--- src/common/video_pkg.sv ---
/*
 * video and controller package
 * colour channel widths, controller key bit positions, sync depth
 */

package video_pkg;

    // 4 bits per channel from the core, 8 per channel to the scaler
    typedef logic [3:0]  chan_t;
    typedef logic [23:0] rgb_t;

    // controller key bitmap from the host
    typedef logic [15:0] key_t;

    // bit positions in the key bitmap, only the ones the game uses
    typedef enum logic [3:0] {
        up     = 4'd0,
        down   = 4'd1,
        left   = 4'd2,
        right  = 4'd3,
        face_a = 4'd4,
        select = 4'd14,
        start  = 4'd15
    } key_bit_e;

    // flops in the key synchronizer
    localparam int sync_stages = 3;

endpackage

--- src/logic/input_sync.sv ---
/*
 * input sync
 * synchronizes both controller key bitmaps and maps them onto
 * the active-low game joystick, fire, start and coin lines
 */
`timescale 1ns/1ps

module input_sync (
    input  logic            clk_74a,
    input  logic            rst_n,
    input  video_pkg::key_t cont1_key,
    input  video_pkg::key_t cont2_key,
    output logic            up1_n,
    output logic            down1_n,
    output logic            left1_n,
    output logic            right1_n,
    output logic            fire1_n,
    output logic            up2_n,
    output logic            down2_n,
    output logic            left2_n,
    output logic            right2_n,
    output logic            fire2_n,
    output logic            start1_n,
    output logic            start2_n,
    output logic            coin_n
);
    import video_pkg::*;

    // synchronizer chains, stage 0 samples the host bitmap
    key_t k1_q [sync_stages];
    key_t k2_q [sync_stages];
    key_t k1;
    key_t k2;

    always_ff @(posedge clk_74a or negedge rst_n) begin
        if (!rst_n) begin
            // nothing pressed
            for (int i = 0; i < sync_stages; i++) begin
                k1_q[i] <= '0;
                k2_q[i] <= '0;
            end
        end else begin
            k1_q[0] <= cont1_key;
            k2_q[0] <= cont2_key;
            for (int i = 1; i < sync_stages; i++) begin
                k1_q[i] <= k1_q[i-1];
                k2_q[i] <= k2_q[i-1];
            end
        end
    end

    assign k1 = k1_q[sync_stages-1];
    assign k2 = k2_q[sync_stages-1];

    // player 1
    assign up1_n    = ~k1[up];
    assign down1_n  = ~k1[down];
    assign left1_n  = ~k1[left];
    assign right1_n = ~k1[right];
    assign fire1_n  = ~k1[face_a];
    // player 2
    assign up2_n    = ~k2[up];
    assign down2_n  = ~k2[down];
    assign left2_n  = ~k2[left];
    assign right2_n = ~k2[right];
    assign fire2_n  = ~k2[face_a];

    assign start1_n = ~k1[start];
    assign start2_n = ~k2[start];
    // select on either pad drops a coin
    assign coin_n   = ~(k1[select] | k2[select]);

endmodule

--- config.mk ---
export PLATFORM = sky130hd
export DESIGN_NAME = input_sync
export DESIGN_NICKNAME = d
export VERILOG_FILES = /design/src/common/video_pkg.sv /design/src/logic/input_sync.sv
export SDC_FILE = /design/constraint.sdc
export NUM_CORES = 1
export LEC_CHECK = 0
export BUFFER_PORTS_ARGS = -buffer_cell sky130_fd_sc_hd__buf_4
export CAP_MARGIN = 20
export CORE_ASPECT_RATIO = 1.4
export CORE_MARGIN = 4
export CORE_UTILIZATION = 44
export CTS_CLUSTER_SIZE = 14
export DETAILED_ROUTE_END_ITERATION = 12
export PLACE_DENSITY = 0.78
export SYNTH_ARGS = -nofsm -noshare
export SYNTH_HDL_FRONTEND = slang
export SYNTH_SLANG_ARGS = --single-unit
--- constraint.sdc ---
create_clock -name clk_74a -period 0.8 [get_ports clk_74a]
set_input_delay 0.12 -clock clk_74a [delete_from_list [all_inputs] [get_ports clk_74a]]
set_output_delay 0.12 -clock clk_74a [all_outputs]
set_load 0.05 [all_outputs]
==> impl_results.md <==
* Status: finished, violations left
* Failing checks: negative setup slack
* I/O Pins at 47
* Most frequent cells after synthesis: 42 x dfrtp_1, 12 x inv_1, 1 x nor2_1
* Vias in the first global route at 590
* Pin count of the biggest net entering global routing at 43
* Layout cells sized above 1 at 0.381
* Mapped Area at roughly 1100 µm²
* Crit path DAT at 1.01 ns
* Fmax at 0.887 GHz
* Sequential fraction of the synthesis area at 0.956
* Vias at between 500 and 600
* Crit start category: register
* Drt first pass iters at 2
* Placed Instances at between 100 and 150
* CTS clock-pin slew for the worst setup and hold paths at approximately 0.11 ns
* Area of placed instances at 1360 µm²
* Hold Violations, Final at 0
* Avg Inst Size Synth at roughly 20 µm²
* Yosys top cell area share at 0.956
* Worst Slack Setup Final at -0.328 ns
* Final wirelength at about 1500 µm
* CTS tree: yes
* Period utilisation layout at 1.41
* Core Util, Final at 0.678
* Slew HR at 0.680
* Layout area overhead at 47.4%
* Synth area leaders: dfrtp_1 96%, inv_1 4.1%, nor2_1 0.34%
* GP Congestion at 0.609
* Least-Margin Pin Slew at around 0.48 ns
* Post-synth top area cell: dfrtp_1
* Most common cell in the netlist: dfrtp_1
* Critical Path RT at slightly below 0.7 ns
* Htree depth at 2
* Core area at 2390 µm²
* Ys flop type: dfrtp_1
* Crit Path Max Fanout at 1
* Port Buffer Count at 28
* Max Slew Vio Count at 0
* Netlist cell types at 3
* Initial drt markers at 5
* Overall Global Routing Usage at 0.113
* Die width at just over 50 µm
* Syn. warnings at 0
* Hold Crit Class: primary input to async pin
* Global-route wire length before repair at around 2600 µm
* Hold_ws at approximately 0.29 ns
* LEAKAGE at between 0.8 and 0.9 nW
* Area of the die at 3370 µm²
* Number of flops mapped to enable cells by yosys at 0
* Unrepaired setup endpoints after global routing: true
* Die Y at about 67 µm
* Grt ovf at 0
* Rows at 21
* Cells after synthesis at between 50 and 60
* Yosys reg bits at 42
* VDD IR max at 2370 µV
* Drt drc at 0
* Total CTS buffers at 5
* Clk_skew at approximately 0.009 ns
* CTS root buf: clkbuf_4
* CTS max path bufs at 2
* Post-route minimum period at around 1.1 ns
* CP Class: register to primary output
* Cell Pwr Density at between 2000 and 2500 nW/µm²
* Post-Layout Cell Count at 139
* Initial Util at 0.460
* Crit. End Element: primary output
* Design area at about 1600 µm²
* Setup violations, final at 13
* Max-cap viol count at 0
* WL/cell at 10.8 µm
* Initial antenna violation count at 0
* ANT nets after route at 0
* Clk_lat worst skew at ~0.33 ns
* Final Net Count at 139
* Via density per instance at roughly 3.8
* Syn_nets at 89
* DPL Wire Length at a little under 900 µm
* Clk sink count at 42
* Share of synthesized registers carrying an async set or reset at 1.00
* Ant. Diodes at 0
-- kinds of logic after synthesis --
family	count (synthesis)	share of synthesized area
simple gates	1	0.00341
flops	42	0.956
buf+inv	12	0.0410
-- worst max-delay path: stages (launching register included) --
cell and delay (ns):
dfrtp_1 0.41, nor2_4 0.11, buf_6 0.16
-- area by class of cell --
type	instances	area (µm²)
flip-flops and latches	42	1050
inverters	12	45.0
well taps	34	42.5
multi-input cells	1	11.3
clock buffers	5	37.5
fillers	151	769
repair buffers	43	424
clock inverters	2	10.0
-- layout by cell type (no fill, tap or decap) --
cell type	n
dfrtp_1	42
dlygate4sd3_1	15
buf_4	15
buf_6	9
inv_1	8
clkbuf_4	5
inv_2	4
buf_8	4
clkinv_2	2
nor2_4	1
-- metal layers --
metal | vias to the layer above | track usage | wire length [µm]
met5 | - | 0 | 0
met4 | 0 | 0.0415 | 0
met2 | 24 | 0.190 | 847
met3 | 0 | 0.0662 | 102
li1 | 252 | - | -
met1 | 254 | 0.115 | 557
-- state kept, by name (all words and copies together) (netlist names) --
name,flops
k2_q,14
k1_q,14
k1,7
k2,7
-- path summary, 6_finish.rpt --
kind | from | to | slack [ns] | depth (start not counted)
max | k2[14] | coin_n | -0.33 | 2
min | rst_n | k1_q[32] | 0.29 | 2
max reg2reg | k1_q[17] | k1[1] | 0.31 | 0
min reg2reg | k2_q[17] | k2[1] | 0.35 | 0
max in group asynchronous | rst_n | k2_q[47] | 0.17 | 2
min in group clk_74a | k2_q[17] | k2[1] | 0.35 | 0
-- report_power, final --
part	total, W	leakage [nW]	internal [W]	switching (W)
logic	0.000381	0.281	0.000173	0.000208
clock network	0.000890	0.0308	0.000316	0.000574
registers	0.00226	0.489	0.00223	0.0000327
total	0.00353	0.801	0.00272	0.000815
-- repair_timing --
action | 4_1_cts | 5_1_grt
endpoints found under the hold margin | 56 | 0
hold buffers | 15 | 0
resized for setup | 13 | 8
setup endpoints to repair | 13 | 13
setup buffers | 0 | 0
-- metrics by stage --
stage	TNS, ns	total power [W]	setup WS [ns]
floorplan	0	0.00243	0.0177
global placement	0	0.00257	0.0222
detailed placement	0	0.00259	0.0100
CTS	-3.36	0.00356	-0.344
global route	-3.99	0.00375	-0.400
finish	-3.08	0.00353	-0.328
(Power assumes the default switching activity.)
