`src/common/bridge_pkg.sv`:
```
/*
 * bridge package
 * host bridge address map, ROM window layout and loader FSM states
 */

package bridge_pkg;

    //////////////////////////////////////////////////////////////////////
    // bridge bus
    //////////////////////////////////////////////////////////////////////

    typedef logic [31:0] bridge_addr_t;
    typedef logic [31:0] bridge_data_t;

    // download control and status register
    localparam bridge_addr_t ctrl_addr = 32'hF800_0000;

    // rom window is 0x10xxxxxx
    localparam logic [7:0] rom_base_top = 8'h10;

    //////////////////////////////////////////////////////////////////////
    // rom regions, offsets inside the rom window
    //////////////////////////////////////////////////////////////////////

    typedef logic [24:0] load_addr_t;

    // main program at the bottom
    localparam int main_rom_bytes = 32768;

    // sound program, hi bound exclusive
    localparam load_addr_t snd_rom_lo = 25'h000_E000;
    localparam load_addr_t snd_rom_hi = 25'h000_F000;
    localparam int snd_rom_bytes = 4096;

    // wave samples fill the last page
    localparam load_addr_t wav_rom_lo = 25'h000_FF00;
    localparam int wav_rom_bytes = 256;

    typedef logic [14:0] main_addr_t;
    typedef logic [11:0] snd_addr_t;
    typedef logic [7:0]  wav_addr_t;
    typedef logic [7:0]  rom_byte_t;

    // loader: waiting for a word, or emitting its bytes
    typedef enum logic {
        idle  = 1'b0,
        shift = 1'b1
    } loader_state_e;

endpackage

```
`src/logic/bridge_regs.sv`:
```
/*
 * bridge registers
 * download control flag, registered game reset, bridge read mux
 */
`timescale 1ns/1ps

module bridge_regs (
    input  logic                     clk_74a,
    input  logic                     rst_n,
    input  bridge_pkg::bridge_addr_t bridge_addr,
    input  logic                     bridge_wr,
    input  bridge_pkg::bridge_data_t bridge_wr_data,
    input  logic                     bridge_rd,
    output bridge_pkg::bridge_data_t bridge_rd_data,
    output logic                     downloading,
    output logic                     game_rst_n
);
    import bridge_pkg::*;

    // download flag, bit 0 of the control register
    always_ff @(posedge clk_74a or negedge rst_n) begin
        if (!rst_n) begin
            downloading <= 1'b0;
        end else if (bridge_wr && (bridge_addr == ctrl_addr)) begin
            downloading <= bridge_wr_data[0];
        end
    end

    // game held in reset during a download, one cycle behind the flag
    always_ff @(posedge clk_74a or negedge rst_n) begin
        if (!rst_n) begin
            game_rst_n <= 1'b0;
        end else begin
            game_rst_n <= !downloading;
        end
    end

    // read mux, only the control register answers
    assign bridge_rd_data = (bridge_addr == ctrl_addr) ? {31'd0, downloading} : '0;

    // single-cycle strobes, never both at once
    a_rd_wr_exclusive: assert property (
        @(posedge clk_74a) disable iff (!rst_n) !(bridge_rd && bridge_wr)
    ) else $error("bridge read and write strobes high together");

endmodule

```
`config.mk`:
```
export PLATFORM = sky130hd
export DESIGN_NAME = bridge_regs
export DESIGN_NICKNAME = d
export VERILOG_FILES = /design/src/common/bridge_pkg.sv /design/src/logic/bridge_regs.sv
export SDC_FILE = /design/constraint.sdc
export NUM_CORES = 1
export LEC_CHECK = 0
export BUFFER_PORTS_ARGS = -buffer_cell sky130_fd_sc_hd__clkbuf_2
export CORE_MARGIN = 3
export CORE_UTILIZATION = 23
export CTS_CLUSTER_SIZE = 25
export DETAILED_ROUTE_END_ITERATION = 8
export PLACE_DENSITY_LB_ADDON = 0.1
export SYNTH_ARGS = -nofsm -noshare
export SYNTH_HDL_FRONTEND = slang
export SYNTH_SLANG_ARGS = --single-unit
```
`constraint.sdc`:
```
create_clock -name clk_74a -period 1.5 [get_ports clk_74a]
set_input_delay 0.225 -clock clk_74a [delete_from_list [all_inputs] [get_ports clk_74a]]
set_output_delay 0.225 -clock clk_74a [all_outputs]
set_load 0.05 [all_outputs]
```
==> results.md <==
- Status: complete, no violations
- CP Class: in2out
- Largest net degree at the start of global routing: 4
- Critical R2R Launch: downloading
- Clk_lat worst skew: 0.22 ns
- Leakage: 0.354 nW
- Sink count of the clock tree: 2
- # placed instances: 102
- Max FO, Critical Path: 2
- Area of the core: 1580 µm²
- # IOs: 102
- Mapped Area: 405 µm²
- CTS tree: built
- Worst Path Required: 1.27 ns
- FMAX: 699 MHz
- Switching pwr: 0.000216 W
- DR iter-0 viols: 0
- Yosys warns: 0
- Cts bufs inserted: 3
- Rows: 14
- Fillers: 166
- Ratio of cells with drive above 1 in the final layout: 52.2%
- Crit end category: output pin
- Peak VDD IR: 0.000348 V
- Gr ovfl total: 0
- Hold_sp: bridge_wr_data[0]
- Die area: 2300 µm²
- Most frequent cells in the layout: clkbuf_2 (37), conb_1 (31), nor4_1 (4)
- RePlAce Congestion: 0.621
- Final hold vios: 0
- GRT Total Usage: 8.53%
- Critical path arrival: 1.20 ns
- Post-CTS Resized: 0
- Comb power frac: 56.4%
- Post-Route Skew: 0.00342 ns
- RSZ-0062 raised after global routing: no
- First-pass GRT wire length: 1.30 mm
- Max Slew Vio Count: 0
- Drt first pass iters: 1
- Die height: 48.0 µm
- Storage cell area: 50.0 µm²
- Nets: 162
- Final worst-path cycle share: 95.3%
- CTS clk-pin slew, worst paths: 0.03 ns
- ANT cells: 0
- Antenna violations before repair: 0
- Sequential-to-total area share from yosys stat: 12.3%
- Distinct cells, synth: 12
- Tmin final: 1.43 ns
- Vias in the first global route: 346
- Clock root cell: clkbuf_4
- Sw Share: 54.4%
- Crit. Startpoint: bridge_addr[4]
- Hold crit path type: in2reg
- Setup crit start kind: input port
- Drt wl/cell: 8.71 µm
- Flops & latches, synth: 2
- Commonest non-fill, non-tap cell in the layout: clkbuf_2
- Combined area of the multi-input logic cells: 239 µm²
- Antenna-violating nets left: 0
- Final std cells w/o fill: 108
- Mapped Cells: 49
- CTS Buffer Depth: 2
- H-tree Lvls: 1
- Port Buffers: 38
- Final setup violation count: 0
- Max Cap Violations: 0
- Area Growth Syn to Fin: 40.4%
- Clk network pwr share: 29.9%
- DP HPWL: 926 µm
- Mean post-synth cell area: 8.27 µm²
- Die width: 48.0 µm
- Starting density of the core: 25.7%
- PwrDens: 696 nW/µm²
- Drt total wl: 941 µm
- Residual DRC: 0
- Reg power frac: 13.7%
- Reg2reg setup slack: 0.73 ns
- Util after Layout: 36.1%
- Int Pwr: 0.000181 W
- Via count: 409
- Via/cell ratio: 3.79
[synth_stat cells, drive strengths merged]
cell type   n  share of area [%]
and4b       1                2.5
dfrtp       2                 12
nor4        6                 12
and4bb      1                3.1
mux2        1                2.8
inv         2                1.9
nor3        2                3.7
conb        1               0.93
buf        31                 57
nand4       2                3.1
[flip-flops by register name, summed over array words and instances, names as in the netlist]
register / cells
downloading: 1
game_rst_n: 1
[worst max-delay path: stages]
cell and delay (ns):
clkbuf_2 0.08, nor4_1 0.32, nand4_1 0.22, nor3_4 0.19
buf_12 0.16
[routing by layer]
layer	wire length [µm]	track usage (%)
met1	257	7.73
met2	464	13.5
met3	209	4.51
met4	10	8.06
met5	0	0
[power by group through the flow]
stage          combinational [W]  sequential [W]  clock (W)
4_1_cts                 0.000222       0.0000544   0.000127
3_3_place_gp            0.000220       0.0000549          0
5_1_grt                 0.000238       0.0000543   0.000130
6_report                0.000223       0.0000544   0.000119
3_5_place_dp            0.000220       0.0000549          0
2_1_floorplan           0.000238       0.0000550          0
[what timing repair did]
| item | 4_1_cts | 5_1_grt |
|---|---|---|
| setup endpoints to repair | 0 | 1 |
| hold endpoints to repair | 2 | 0 |
| buffers inserted | 0 | 2 |
| hold buffers | 1 | 0 |
[area by class of cell]
| class | instances | share of cell area, % |
|---|---|---|
| multi-input combinational | 44 | 42.0 |
| timing repair buffer | 41 | 40.4 |
| sequential | 2 | 8.79 |
| clock buffer | 3 | 3.96 |
| tap | 16 | 3.52 |
| inverter | 2 | 1.32 |
[final timing paths]
| check | cells past startpoint | end |
|---|---|---|
| worst max-delay path | 5 | bridge_rd_data[0] |
| worst min-delay path | 2 | downloading |
| worst max register to register | 1 | downloading |
| worst min register to register | 1 | game_rst_n |
| max in group asynchronous | 2 | downloading |
| min in group asynchronous | 2 | game_rst_n |
[stage by stage]
step                TNS (ns)  worst slack (ns)  total power (W)  hold slack, ns  area (µm²)
floorplan                  0           0.00299         0.000293         -0.0706         529
global placement           0           0.00284         0.000275          0.0178         522
detailed placement  -0.00527          -0.00527         0.000275          0.0152         522
CTS                        0            0.0356         0.000403           0.218         554
global route               0           0.00458         0.000422           0.225         569
finish                     0            0.0703         0.000396           0.227         569
[logic make-up after synthesis]
logic type / count (synthesis) / share of synthesized area [%]
buf+inv: 33 / 59.3
simple gates: 12 / 24.7
flops: 2 / 12.3
mux: 1 / 2.78
other cells: 1 / 0.925
Power figures use the tool's default switching activity.
