File: src/common/bridge_pkg.sv
/*
 * bridge package
 * host bridge address map, ROM window layout and loader FSM states
 */

package bridge_pkg;

    //////////////////////////////////////////////////////////////////////
    // bridge bus
    //////////////////////////////////////////////////////////////////////

    typedef logic [31:0] bridge_addr_t;
    typedef logic [31:0] bridge_data_t;

    // download control and status register
    localparam bridge_addr_t ctrl_addr = 32'hF800_0000;

    // rom window is 0x10xxxxxx
    localparam logic [7:0] rom_base_top = 8'h10;

    //////////////////////////////////////////////////////////////////////
    // rom regions, offsets inside the rom window
    //////////////////////////////////////////////////////////////////////

    typedef logic [24:0] load_addr_t;

    // main program at the bottom
    localparam int main_rom_bytes = 32768;

    // sound program, hi bound exclusive
    localparam load_addr_t snd_rom_lo = 25'h000_E000;
    localparam load_addr_t snd_rom_hi = 25'h000_F000;
    localparam int snd_rom_bytes = 4096;

    // wave samples fill the last page
    localparam load_addr_t wav_rom_lo = 25'h000_FF00;
    localparam int wav_rom_bytes = 256;

    typedef logic [14:0] main_addr_t;
    typedef logic [11:0] snd_addr_t;
    typedef logic [7:0]  wav_addr_t;
    typedef logic [7:0]  rom_byte_t;

    // loader: waiting for a word, or emitting its bytes
    typedef enum logic {
        idle  = 1'b0,
        shift = 1'b1
    } loader_state_e;

endpackage

File: src/loader/rom_loader.sv
/*
 * rom loader
 * takes 32-bit bridge writes into the rom window during a download
 * and replays them as four byte writes, high byte first
 */
`timescale 1ns/1ps

module rom_loader (
    input  logic                     clk_74a,
    input  logic                     rst_n,
    input  bridge_pkg::bridge_addr_t bridge_addr,
    input  logic                     bridge_wr,
    input  bridge_pkg::bridge_data_t bridge_wr_data,
    input  logic                     downloading,
    output logic                     load_wr,
    output bridge_pkg::load_addr_t   load_addr,
    output bridge_pkg::rom_byte_t    load_data
);
    import bridge_pkg::*;

    loader_state_e state;
    // word being emitted, shifted left one byte per cycle
    bridge_data_t  word_q;
    // word-aligned part of the byte offset
    logic [22:0]   word_addr;
    // which byte of the word is on the output
    logic [1:0]    byte_cnt;
    logic          win_wr;
    logic          accept;

    // any write into 0x10xxxxxx
    assign win_wr = bridge_wr && (bridge_addr[31:24] == rom_base_top);
    // only taken while idle and downloading
    assign accept = (state == idle) && win_wr && downloading;

    always_ff @(posedge clk_74a or negedge rst_n) begin
        if (!rst_n) begin
            state    <= idle;
            byte_cnt <= 2'd0;
        end else begin
            case (state)
                idle: begin
                    byte_cnt <= 2'd0;
                    if (accept) begin
                        state <= shift;
                    end
                end
                shift: begin
                    byte_cnt <= byte_cnt + 2'd1;
                    // last byte out, back to waiting
                    if (byte_cnt == 2'd3) begin
                        state <= idle;
                    end
                end
                default: state <= idle;
            endcase
        end
    end

    // word and address, loaded on accept
    always_ff @(posedge clk_74a) begin
        if (accept) begin
            word_q    <= bridge_wr_data;
            word_addr <= bridge_addr[24:2];
        end else if (state == shift) begin
            word_q <= {word_q[23:0], 8'h00};
        end
    end

    // big endian: bits 31:24 land at the lowest offset
    assign load_wr   = (state == shift);
    assign load_addr = {word_addr, byte_cnt};
    assign load_data = word_q[31:24];

    // host must leave 5 cycles between rom words
    a_no_word_while_shifting: assert property (
        @(posedge clk_74a) disable iff (!rst_n)
        (state == shift) |-> !win_wr
    ) else $error("rom window write while loader is shifting");

endmodule

File: config.mk
export PLATFORM = sky130hd
export DESIGN_NAME = rom_loader
export DESIGN_NICKNAME = d
export VERILOG_FILES = /design/src/common/bridge_pkg.sv /design/src/loader/rom_loader.sv
export SDC_FILE = /design/constraint.sdc
export NUM_CORES = 1
export LEC_CHECK = 0
export ABC_CLOCK_PERIOD_IN_PS = 5300
export BUFFER_PORTS_ARGS = -buffer_cell sky130_fd_sc_hd__buf_4
export CELL_PAD_IN_SITES_DETAIL_PLACEMENT = 1
export CELL_PAD_IN_SITES_GLOBAL_PLACEMENT = 2
export CORE_MARGIN = 10
export CORE_UTILIZATION = 34
export DETAILED_ROUTE_END_ITERATION = 6
export PLACE_DENSITY = 0.86
export SKIP_CTS_REPAIR_TIMING = 1
export SLEW_MARGIN = 30
export SYNTH_ARGS = -nofsm -noshare
export SYNTH_HDL_FRONTEND = slang
export SYNTH_SLANG_ARGS = --single-unit
File: constraint.sdc
create_clock -name clk_74a -period 5.3 [get_ports clk_74a]
set_input_delay 1.06 -clock clk_74a [delete_from_list [all_inputs] [get_ports clk_74a]]
set_output_delay 1.06 -clock clk_74a [all_outputs]
set_load 0.1 [all_outputs]
==> results summary, run 1 <==
The flow ran to the end, and the final reports show no timing, DRC or antenna violations. After floorplanning, the core was divided into 29 placement rows. At the end of the flow the core is filled with cells to 0.5043. CTS saw slightly below 60 sinks. In this run the top signal layer used is met4. The critical path goes through buf_4, nor4_4, nand3_4, inv_2. Leaving out fill and tap cells, the most frequent cell in the layout is buf_4. The net total in the final layout is 281. The distinct cell type count of the synthesized netlist is 16. The maximum fanout count along the critical path came out at 31. The part of the Yosys area used for sequential elements is 0.7508.

The final max-slew violation count came to 0. The share of layout cells above drive strength 1 came out at 0.6636. Using the TritonRoute via totals, the vias-per-cell ratio works out to 4.425. The fraction of the mapped netlist area in adder cells came out at 0.005441.

102 I/O pins were placed. Dividing the detail-routed wire length by the instance count gives between 15 and 20 um. The required time reported for the critical path endpoint is between 5000 and 6000 ps. The post-layout instance area is 3257 sq um. The count of buffering cells on the critical path with inverters included came out at 2. The xor and xnor fraction of the mapped netlist area is 0. The total clock buffers created by CTS is 9.

Summing all placed instances gives a cell area of 3064 sq um. The category of the critical setup timing path is in2reg. The leakage power figure came out at 0.001388 uW.

The clock transition at the register clock pins on the worst setup and hold paths after CTS came out at 60 ps. The pre-antenna-repair detailed-routing pass consisted of 4 iterations. The total vias in the final route came out at 1301. The time the worst path needs with I/O delays and setup is 2576 ps.

The number of antenna repair diodes is 0. For the pin with the worst max-slew slack, the measured transition is around 560 ps. The area added between synthesis and finish is 41.62%. Summed over all instances, the cell type with the most area after synthesis is edfxtp_1.

The die footprint is between 10000 and 15000 sq um. The data arrival time of the worst path came out at 2540 ps. Entering global routing, the biggest net connects 33 pins. The final antenna-violating net count is 0. The worst flop-to-flop path startpoint is load_wr. The share of synthesized area in the top cell type comes to 0.7182. The clock insertion delay at the later pin of the skew report came out at 330 ps.

The first global-routing pass estimated between 8000 and 9000 um of wire. Yosys mapped a number of flops with a built-in enable equal to between 50 and 60. The sum of negative setup slack is 0 ps. The H-tree depth came out at 3. For this run, the total global-route usage over all layers was measured as 0.1068. For this configuration, the core starts out at a cell density of 0.3561.

The deepest clock path buffer count is 2. The HPWL after detailed placement is 4186 um. The final-layout worst hold slack is roughly 470 ps. The share of flip-flops with an asynchronous set or reset came out at 0.05172. In this design, the largest share of critical-path delay is due to simple AND/OR/NAND/NOR gates. Counting every net in the synthesized netlist gives 180.

The initial antenna violation count was 0. Setup repair after global routing left no endpoint under its margin. The combinational family with the most area after synthesis is multiplexers. The simple-gate share of the synthesized area is 0.05550. The flip-flop and latch count after synthesis is between 50 and 60. In the layout the commonest cells are 100 x buf_4, 55 x edfxtp_1, 18 x mux2_4.

The share of cell area taken by muxes after synthesis came out at 0.1469. The quantity of I/O buffers inserted on ports came out at between 90 and 100. The cell area power density came out at between 200 and 300 nW/um^2. The longest individual stage delay on the worst path is 600 ps. The buffer cell driving the clock tree root is clkbuf_8. The worst min-delay path startpoint is byte_cnt[0].

The cell count after synthesis is 111. The routability congestion estimate from global placement came out at 0.6557. The detailed router put a total of around 1700 um of wire on met1.

The summed instance area of the synthesized netlist came out at ~2300 sq um. The share of the cycle needed by the critical path after routing is 0.4861. The die width is 102.2 um. For this run, the leading register cell type out of synthesis is edfxtp_1. After synthesis, the cell types taking the most area are edfxtp_1 72%, mux2_4 12%, dfrtp_1 3.3%.

The die height is 102.2 um. The worst slew slack as a fraction of its limit is 0.6258. The number of warning messages in the yosys log came out at 0. STA classifies the critical path startpoint as an input pin.

Across the VDD grid, the largest voltage drop is between 0.15 and 0.2 mV. The count of fill cells added during filler insertion came out at 619. The remaining global-route overflow came out at 0. The wire length reported by the detailed router is 5397 um.

The path class of the tightest hold or removal check is reg2reg. The clock arrives with 6.826 ps of skew. The post-layout total power came out at approximately 960 uW. The number of remaining DRC errors is 0. In the detailed route, the total length drawn on met2 is ~2500 um. The via count of the first global-routing pass came out at 1589.

Setup violations remaining at the end of the flow were counted as 0. The kind of end point of the critical path is a flop. After floorplanning, the core was sized to cover about 6500 sq um. The mean instance size in the synthesized netlist came out at about 21 sq um. TritonCTS built the clock tree. The count of final hold-check violations came to 0. Across the run, the number of max-cap violations was 0. Detailed routing placed a total of 1079 um of wire on met3. For this design, the slowest cell found on the critical path is inv_2. The critical path launch point is bridge_addr[25]. The share of the synthesized area in compound gates (AO/OA/AOI/OAI) came to 0.002176.

Based on the critical path, the design can be clocked at up to 388.1 MHz. The count of routing violations after the opening detailed-route iteration is between 50 and 60.
## logic make-up (layout without fill, tap and decap cells)
| family | count (synthesis) | in the layout |
|---|---|---|
| flip-flops | 58 | 58 |
| buffers and inverters | 12 | 118 |
| multiplexers | 24 | 24 |
| adder cells (fa/ha/maj) | 1 | 1 |
| AO/OA/AOI/OAI | 1 | 1 |
| AND/OR/NAND/NOR | 15 | 15 |
## power by group
part           total [uW]  switching [uW]  internal, uW
clock network         382             163           219
registers             511            2.38           508
logic                71.2            31.3          39.9
total                 964             197           768
## stage by stage
stage	cells	worst slack (ps)
after floorplan	111	2497
after global placement	278	2019
after detailed placement	278	1994
after CTS	294	2348
after global routing	294	2583
final	294	2724
## worst register-to-register path: cells and delay by family (launching register included)
family                 cells  cell delay (ps)
AND/OR/NAND/NOR            2              670
flip-flops                 1              420
buffers and inverters      1              620
## routing by layer
metal	vias up	track usage
met5	-	0
met4	0	0.05531
met3	7	0.1032
met2	78	0.1635
met1	603	0.09046
li1	613	-
## area by class of cell
class	instances	area, sq um	area share
Clock buffer	14	182.7	0.05609
Clock inverter	2	10.01	0.003073
Inverter	2	7.507	0.002305
Multi-Input combinational cell	41	483.0	0.1483
Sequential cell	58	1727	0.5302
Tap cell	77	96.34	0.02958
Timing Repair Buffer	100	750.7	0.2305
## state kept, by name, summed over array words and instances (netlist names)
| register | count |
|---|---|
| word_addr | 23 |
| byte_cnt | 2 |
| load_wr | 1 |
| word_q | 32 |
## final timing paths
kind                       slack [ps]      endpoint  cells past startpoint
max in group asynchronous        4690       load_wr                      1
setup reg to reg                 3230  word_addr[2]                      3
hold reg to reg                   470   byte_cnt[0]                      1
hold / removal                    470   byte_cnt[0]                      1
min in group asynchronous         520   byte_cnt[0]                      1
setup / recovery                 2720  word_addr[2]                      4
## synthesized netlist by cell type, types with 2 or more instances
master / count
buf_6: 2
and2_1: 9
edfxtp_1: 55
dfrtp_1: 3
mux2_4: 18
inv_1: 2
mux2_2: 6
buf_4: 8
Power figures use the tool's default switching activity.
==> run 2: changes to the inputs <==
ABC_CLOCK_PERIOD_IN_PS = 2100   (was 5300)
CORE_UTILIZATION = 29   (was 34)
PLACE_DENSITY = 0.78   (was 0.86)
clock period = 2.1 ns   (was 5.3 ns; I/O delays follow)
==> run 2 against run 1 <==
Net effect: non-clock buffer count grew 5; sequential power rose to 2.5 times the previous value; worst setup slack worse by 2200 ps; first-iteration DRC count shrank 20%; critical path type is now reg2reg; critical endpoint is now word_q[8]; largest cell class unchanged; largest power group unchanged.
==> results summary, run 2 (same netlist as run 1, synthesis figures left out) <==
The wire length reported by the detailed router came out at 5315 um. In the final layout, the registers with the most flip-flops are word_q (32), word_addr (23), byte_cnt (2). Along the worst path, the maximum fanout reaches 13. The final antenna-violating net count came out at 0. The post-layout total power came out at 2269 uW. The cell-internal power is around 1800 uW.

For hold timing, the worst endpoint is word_addr[14]. For this design the static power due to leakage is 0.001391 uW. The area of the core region came out at 7727 sq um. The share of total power dissipated in the clock network is 0.352. For this run, the post-layout net count is 286.

The run finished with clean final reports. The number of detailed-route iterations in the first pass came out at 4. The detailed-route vias per instance came out at between 4 and 5. At the worst endpoint, the required time is roughly 2200 ps.

For the final routed database, the setup TNS stands at 0 ps. In the final layout, the multi-input gates occupy between 400 and 500 sq um. The initial antenna violation count is 0. The number of antenna diodes in the final layout is 0. STA classifies the critical path startpoint as a flop. The total clock buffers created by CTS came out at 9. The number of sinks driven by the clock tree came out at 58.

The analysis attributes to net switching a power of 482.8 uW. The routability congestion estimate from global placement is 0.6793. The combinational group share of total power came out at 0.081.

TritonCTS built the clock tree. The worst min-delay path startpoint is bridge_addr[16]. The area growth from synthesis to layout is 43.53%. The share of the cycle needed by the critical path after routing is 0.7603. The worst path meets setup with 503.3 ps of slack. The die footprint came out at roughly 12000 sq um.

The count of fill cells added during filler insertion is ~790. The clock insertion delay at the later pin of the skew report is roughly 320 ps. The deepest clock path buffer count came out at 2. In this run the critical register-to-register path is launched from load_wr.

The final max-slew violation count is 0. The cell depth of the worst flop-to-flop path is 4. Summing all flip-flop and latch instances after layout gives 1728 sq um. The flip-flop count of the largest register, all copies and words added came out at 32. The data arrival time of the worst path came out at 1660 ps. The via count of the first global-routing pass came out at 1540. The worst hold path belongs to the class in2reg.

The maximum clock rate is 626.3 MHz. The quantity of I/O buffers inserted on ports is 99. The cell area power density is between 600 and 700 nW/um^2. Of the total power, the share spent switching nets is 0.2128. Max-cap violations in this run came to 0. The library cells used most frequently in the layout, excluding fill and tap cells, are 103 x buf_4, 55 x edfxtp_1, 18 x mux2_4. The die height came out at around 110 um. The time the worst path needs with I/O delays and setup is 1597 ps. The total cell area at the placement stage is 3142 sq um. The clock transition at the register clock pins on the worst setup and hold paths after CTS came out at roughly 60 ps.

The HPWL after detailed placement is 4183 um. The wire length per cell came out at 16.46 um. The worst register-to-register path ends at word_q[8].

The count of routing violations after the opening detailed-route iteration is 47. In the global route stage, overall resource usage came out at 0.09401. The portion of total power attributed to sequential cells is 0.568.

The floorplan row count came out at 32. Pin placement for this block handled between 100 and 150 I/O pins. The most common cell after layout, fill and taps aside is buf_4. The total vias in the final route came out at approximately 1.3k. The floorplan step set the die width to ~110 um. Ranked by flip-flop count, first place goes to word_q. Setup repair after global routing left no endpoint under its margin.

The transition at the pin with the smallest max-transition slack came out at 266.2 ps. The worst slew slack as a fraction of its limit is 0.8212. CTS placed an instance of clkbuf_8 at the clock tree root.

The worst setup path is captured at a flop. The H-tree generated during clock tree synthesis spans 3 levels. The largest net degree at the start of global routing is 32. The number of setup violations in the final report is 0.

The count of final hold-check violations was 0. For the final database, setup skew stands at 8.945 ps. The hold path depth is 1. For this run the aggregate overflow at the end of global routing stands at 0. The finished cells cover roughly 3300 sq um.

For this run, design rule violations remaining after detail routing come to 0. The worst-case setup slack after placement came out at 279.9 ps. The wire length of the first global-routing pass is about 8300 um.

The critical path is of the reg2reg type. The initial utilization of the core area, before any placement, comes to 0.2976. For flop-to-flop paths, the worst setup slack is 500 ps. The largest voltage drop on the vdd net came out at roughly 0.37 mV.

The share of layout cells above drive strength 1 came out at 0.6561.
## run 2: how the worst max path moves through the flow
stage                                from         end  cells after the start
after global placement    bridge_addr[25]  word_q[22]                      5
after floorplan                   load_wr   word_q[0]                      4
after CTS                         load_wr   word_q[8]                      4
final                             load_wr   word_q[8]                      4
after global routing              load_wr  word_q[24]                      4
after detailed placement  bridge_addr[25]   word_q[8]                      5
## run 2: cell type report
cell class,instances,share of cell area
clock inverters,6,0.007581
flip-flops and latches,58,0.5235
clock buffers,9,0.03753
inverters,2,0.002274
well taps,102,0.03867
repair buffers,105,0.2434
multi-input cells,41,0.1471
## run 2: power by group through the flow
stage	logic (uW)	registers [uW]	clock network, uW
2_1_floorplan	61.6	1330	0
3_3_place_gp	180	1310	0
3_5_place_dp	184	1310	0
4_1_cts	184	1290	836
5_1_grt	196	1290	904
6_report	183	1290	798
## run 2: per-stage QoR
step	util	instances	hold WS, ps
6_report	0.4271	323	277.4
5_1_grt	0.4271	323	246.2
3_5_place_dp	0.4066	307	213.0
2_1_floorplan	-	111	124.4
4_1_cts	0.4258	322	-139.2
3_3_place_gp	0.4066	307	211.8
## run 2: layer usage
layer,vias to the layer above,GRT usage,wire length (um)
li1,627,-,-
met1,627,0.08903,1805
met2,79,0.1422,2484
met3,4,0.08319,977
met4,0,0.03955,48
met5,-,0,0
## run 2: worst max-delay path, cell delays in order, from the launching register on
cell and delay [ps]:
dfrtp_2 430, nor3b_2 250, nand3_4 110, buf_4 240, mux2_4 320
==> run 3: changes to the inputs <==
ABC_CLOCK_PERIOD_IN_PS = 1600   (was 2100)
CORE_UTILIZATION = 32   (was 29)
PLACE_DENSITY = 0.81   (was 0.78)
clock period = 1.6 ns   (was 2.1 ns; I/O delays follow)
==> run 3 against run 2 <==
Net effect: via count shrank 1.3%; die area is 7.7% lower; worst setup slack worse by 490 ps; hold slack got worse by 120 ps; core utilization grew 6.4 points; global-route usage increased by 0.66 points; routed wire length up 0.19%; sequential power increased by 31%; non-clock buffer count is 1 lower; fmax increased by 0.68%; clock skew down 4.4 ps; register-to-register slack worse by 490 ps; critical endpoint is now word_q[16]; largest power group unchanged.
==> results summary, run 3 (same netlist as run 1, synthesis figures left out) <==
The max-capacitance violation count is 0. The transition at the pin with the smallest max-transition slack is about 380 ps. word_q holds more flip-flops than any other register.

The kind of start point of the critical path is a flop. The data arrival time of the worst path came out at 1680 ps. Power comes to 3182 uW. The largest registers in the layout are word_q (32), word_addr (23), byte_cnt (2). The final max-slew violation count came out at 0.

The count of boundary I/O pins came out at 102. The worst hold path begins at bridge_addr[15]. The remaining global-route overflow came out at 0. STA classifies the critical path endpoint as a flop. The clock tree synthesis step divided the H-tree into 3 levels.

The final antenna-violating net count is 0. The destination of the worst hold path is word_addr[13]. The worst clock skew on the final layout came out at 4.523 ps. For this run, design rule violations remaining after detail routing come to 0. Counting the fill cells in the layout gives 715. Of all nets on the critical path, the largest fanout is 11. The final-layout worst hold slack came out at between 150 and 200 ps. The worst-case register-to-register setup slack came out at 10 ps. The register with the most flip-flops in the layout has 32 of them.

The worst slew slack as a fraction of its limit came out at 0.7442. Leaving out fill and tap cells, the most frequent cell in the layout is buf_4. The wire length of the first global-routing pass is 8390 um. Summed over all failing endpoints, the final setup total negative slack is 0 ps. The area of the core region came out at 6907 sq um. The worst register-to-register path ends at word_q[16]. Dividing the detail-routed via count by the number of cells gives 4.151.

The path category of the worst min-delay check is in2reg. The number of setup violations in the final report is 0. The number of detailed-route iterations in the first pass came out at 4. The share of the cycle needed by the critical path after routing came out at 0.9912. The clock passes through at most 2 buffers. The maximum clock rate is 630.5 MHz.

During placement, the flow inserted port buffers numbering a little under 100. The number of antenna repair diodes is 0. The count of final hold-check violations came out at 0. The floorplan step defined a die boundary enclosing 10980 sq um.

The via count of the first global-routing pass is between 1.5k and 2k. The TritonCTS clock tree is yes. The cell area power density came out at 938.5 nW/um^2. The HPWL after detailed placement came out at between 4000 and 5000 um. Routability-driven placement finished with a final weighted congestion of 0.6728. The routed layout has 1320 vias. The clock drives 58 sinks. The final standard cell count with taps included and fillers excluded came out at 318. The area added between synthesis and finish is 47.44%. The routed design could run at a clock period as short as 1586 ps.

The die height is 104.8 um. The hold path depth came out at 1. The required time reported for the critical path endpoint is roughly 1700 ps.

The share of layout cells above drive strength 1 came out at 0.6712. The clock insertion delay at the later pin of the skew report came out at 340 ps. The global router's overall resource usage is 0.1006.

The initial utilization of the core area, before any placement, comes to 0.3330. The floorplan row count is 30. The number of cells on the worst reg-to-reg path is 4. The largest net degree at the start of global routing came out at 33. The initial antenna violation count came out at 0. The clock transition at the register clock pins on the worst setup and hold paths after CTS came out at 60 ps. Setup repair after global routing could not meet its margin everywhere. The buffer cell driving the clock tree root is clkbuf_8. The library cells used most frequently in the layout, excluding fill and tap cells, are 100 x buf_4, 55 x edfxtp_1, 18 x mux2_4. The run finished with clean final reports. The startpoint identified for the worst register-to-register timing path is load_wr. The wire length reported by the detailed router came out at 5325 um. The worst setup path is of the reg2reg kind.

The total clock buffers created by CTS is 9. The leakage power figure came out at 0.001419 uW. The count of routing violations after the opening detailed-route iteration is 23.

The net total in the final layout is 286. In the final routed layout, each cell accounts on average for approximately 17 um. The die width came out at 104.8 um.

The cell count after placement came out at 300. VDD sags by at most 0.4831 mV.
[run 3: changes by cell type in the layout (fill, tap and decap cells not counted), moves of 2 or more]
cell,delta
clkinv_1,-4
buf_4,-3
clkbuf_8,+3
buf_12,+2
clkbuf_1,+2
nand2_8,+2
[run 3: final cells by class]
cell class | instances | area (sq um) | share of cell area
well taps | 96 | 120.1 | 0.03542
clock inverters | 2 | 10.01 | 0.002952
inverters | 2 | 11.26 | 0.003321
repair buffers | 104 | 820.8 | 0.2421
flip-flops and latches | 58 | 1730 | 0.5103
clock buffers | 14 | 172.7 | 0.05092
multi-input cells | 42 | 525.5 | 0.1550
[run 3: routing by layer]
layer	routed length, um	GRT usage
met1	2117	0.1055
met3	778	0.08108
met4	113	0.05294
met5	0	0
met2	2315	0.1406
[run 3: worst max-delay path: stages (launching register included)]
cell and delay [ps]:
dfrtp_4 480, nor3b_4 210, nand3_4 150, buf_12 200
mux2_4 300
[run 3: per-stage QoR]
step | worst slack, ps | utilization | instance area, sq um
finish | 14.04 | 0.4909 | 3391
global route | -46.78 | 0.4909 | 3391
CTS | -13.97 | 0.4866 | 3361
detailed placement | -103.1 | 0.4601 | 3178
global placement | -77.74 | 0.4601 | 3178
floorplan | -168.1 | - | 2330
[run 3: where the power goes]
| group | internal [uW] | switching, uW | total [uW] |
|---|---|---|---|
| registers | 1680 | 7.20 | 1690 |
| clock network | 685 | 559 | 1240 |
| logic | 139 | 108 | 247 |
[run 3: worst max path at each step]
stage / startpoint / to / slack (ps) / cells past startpoint
final: load_wr / word_q[16] / 10 / 4
after global routing: load_wr / word_q[26] / -50 / 4
after CTS: load_wr / word_q[6] / -10 / 4
after detailed placement: bridge_addr[25] / word_q[26] / -100 / 5
after global placement: bridge_addr[25] / word_q[24] / -80 / 5
after floorplan: load_wr / word_q[11] / -170 / 4
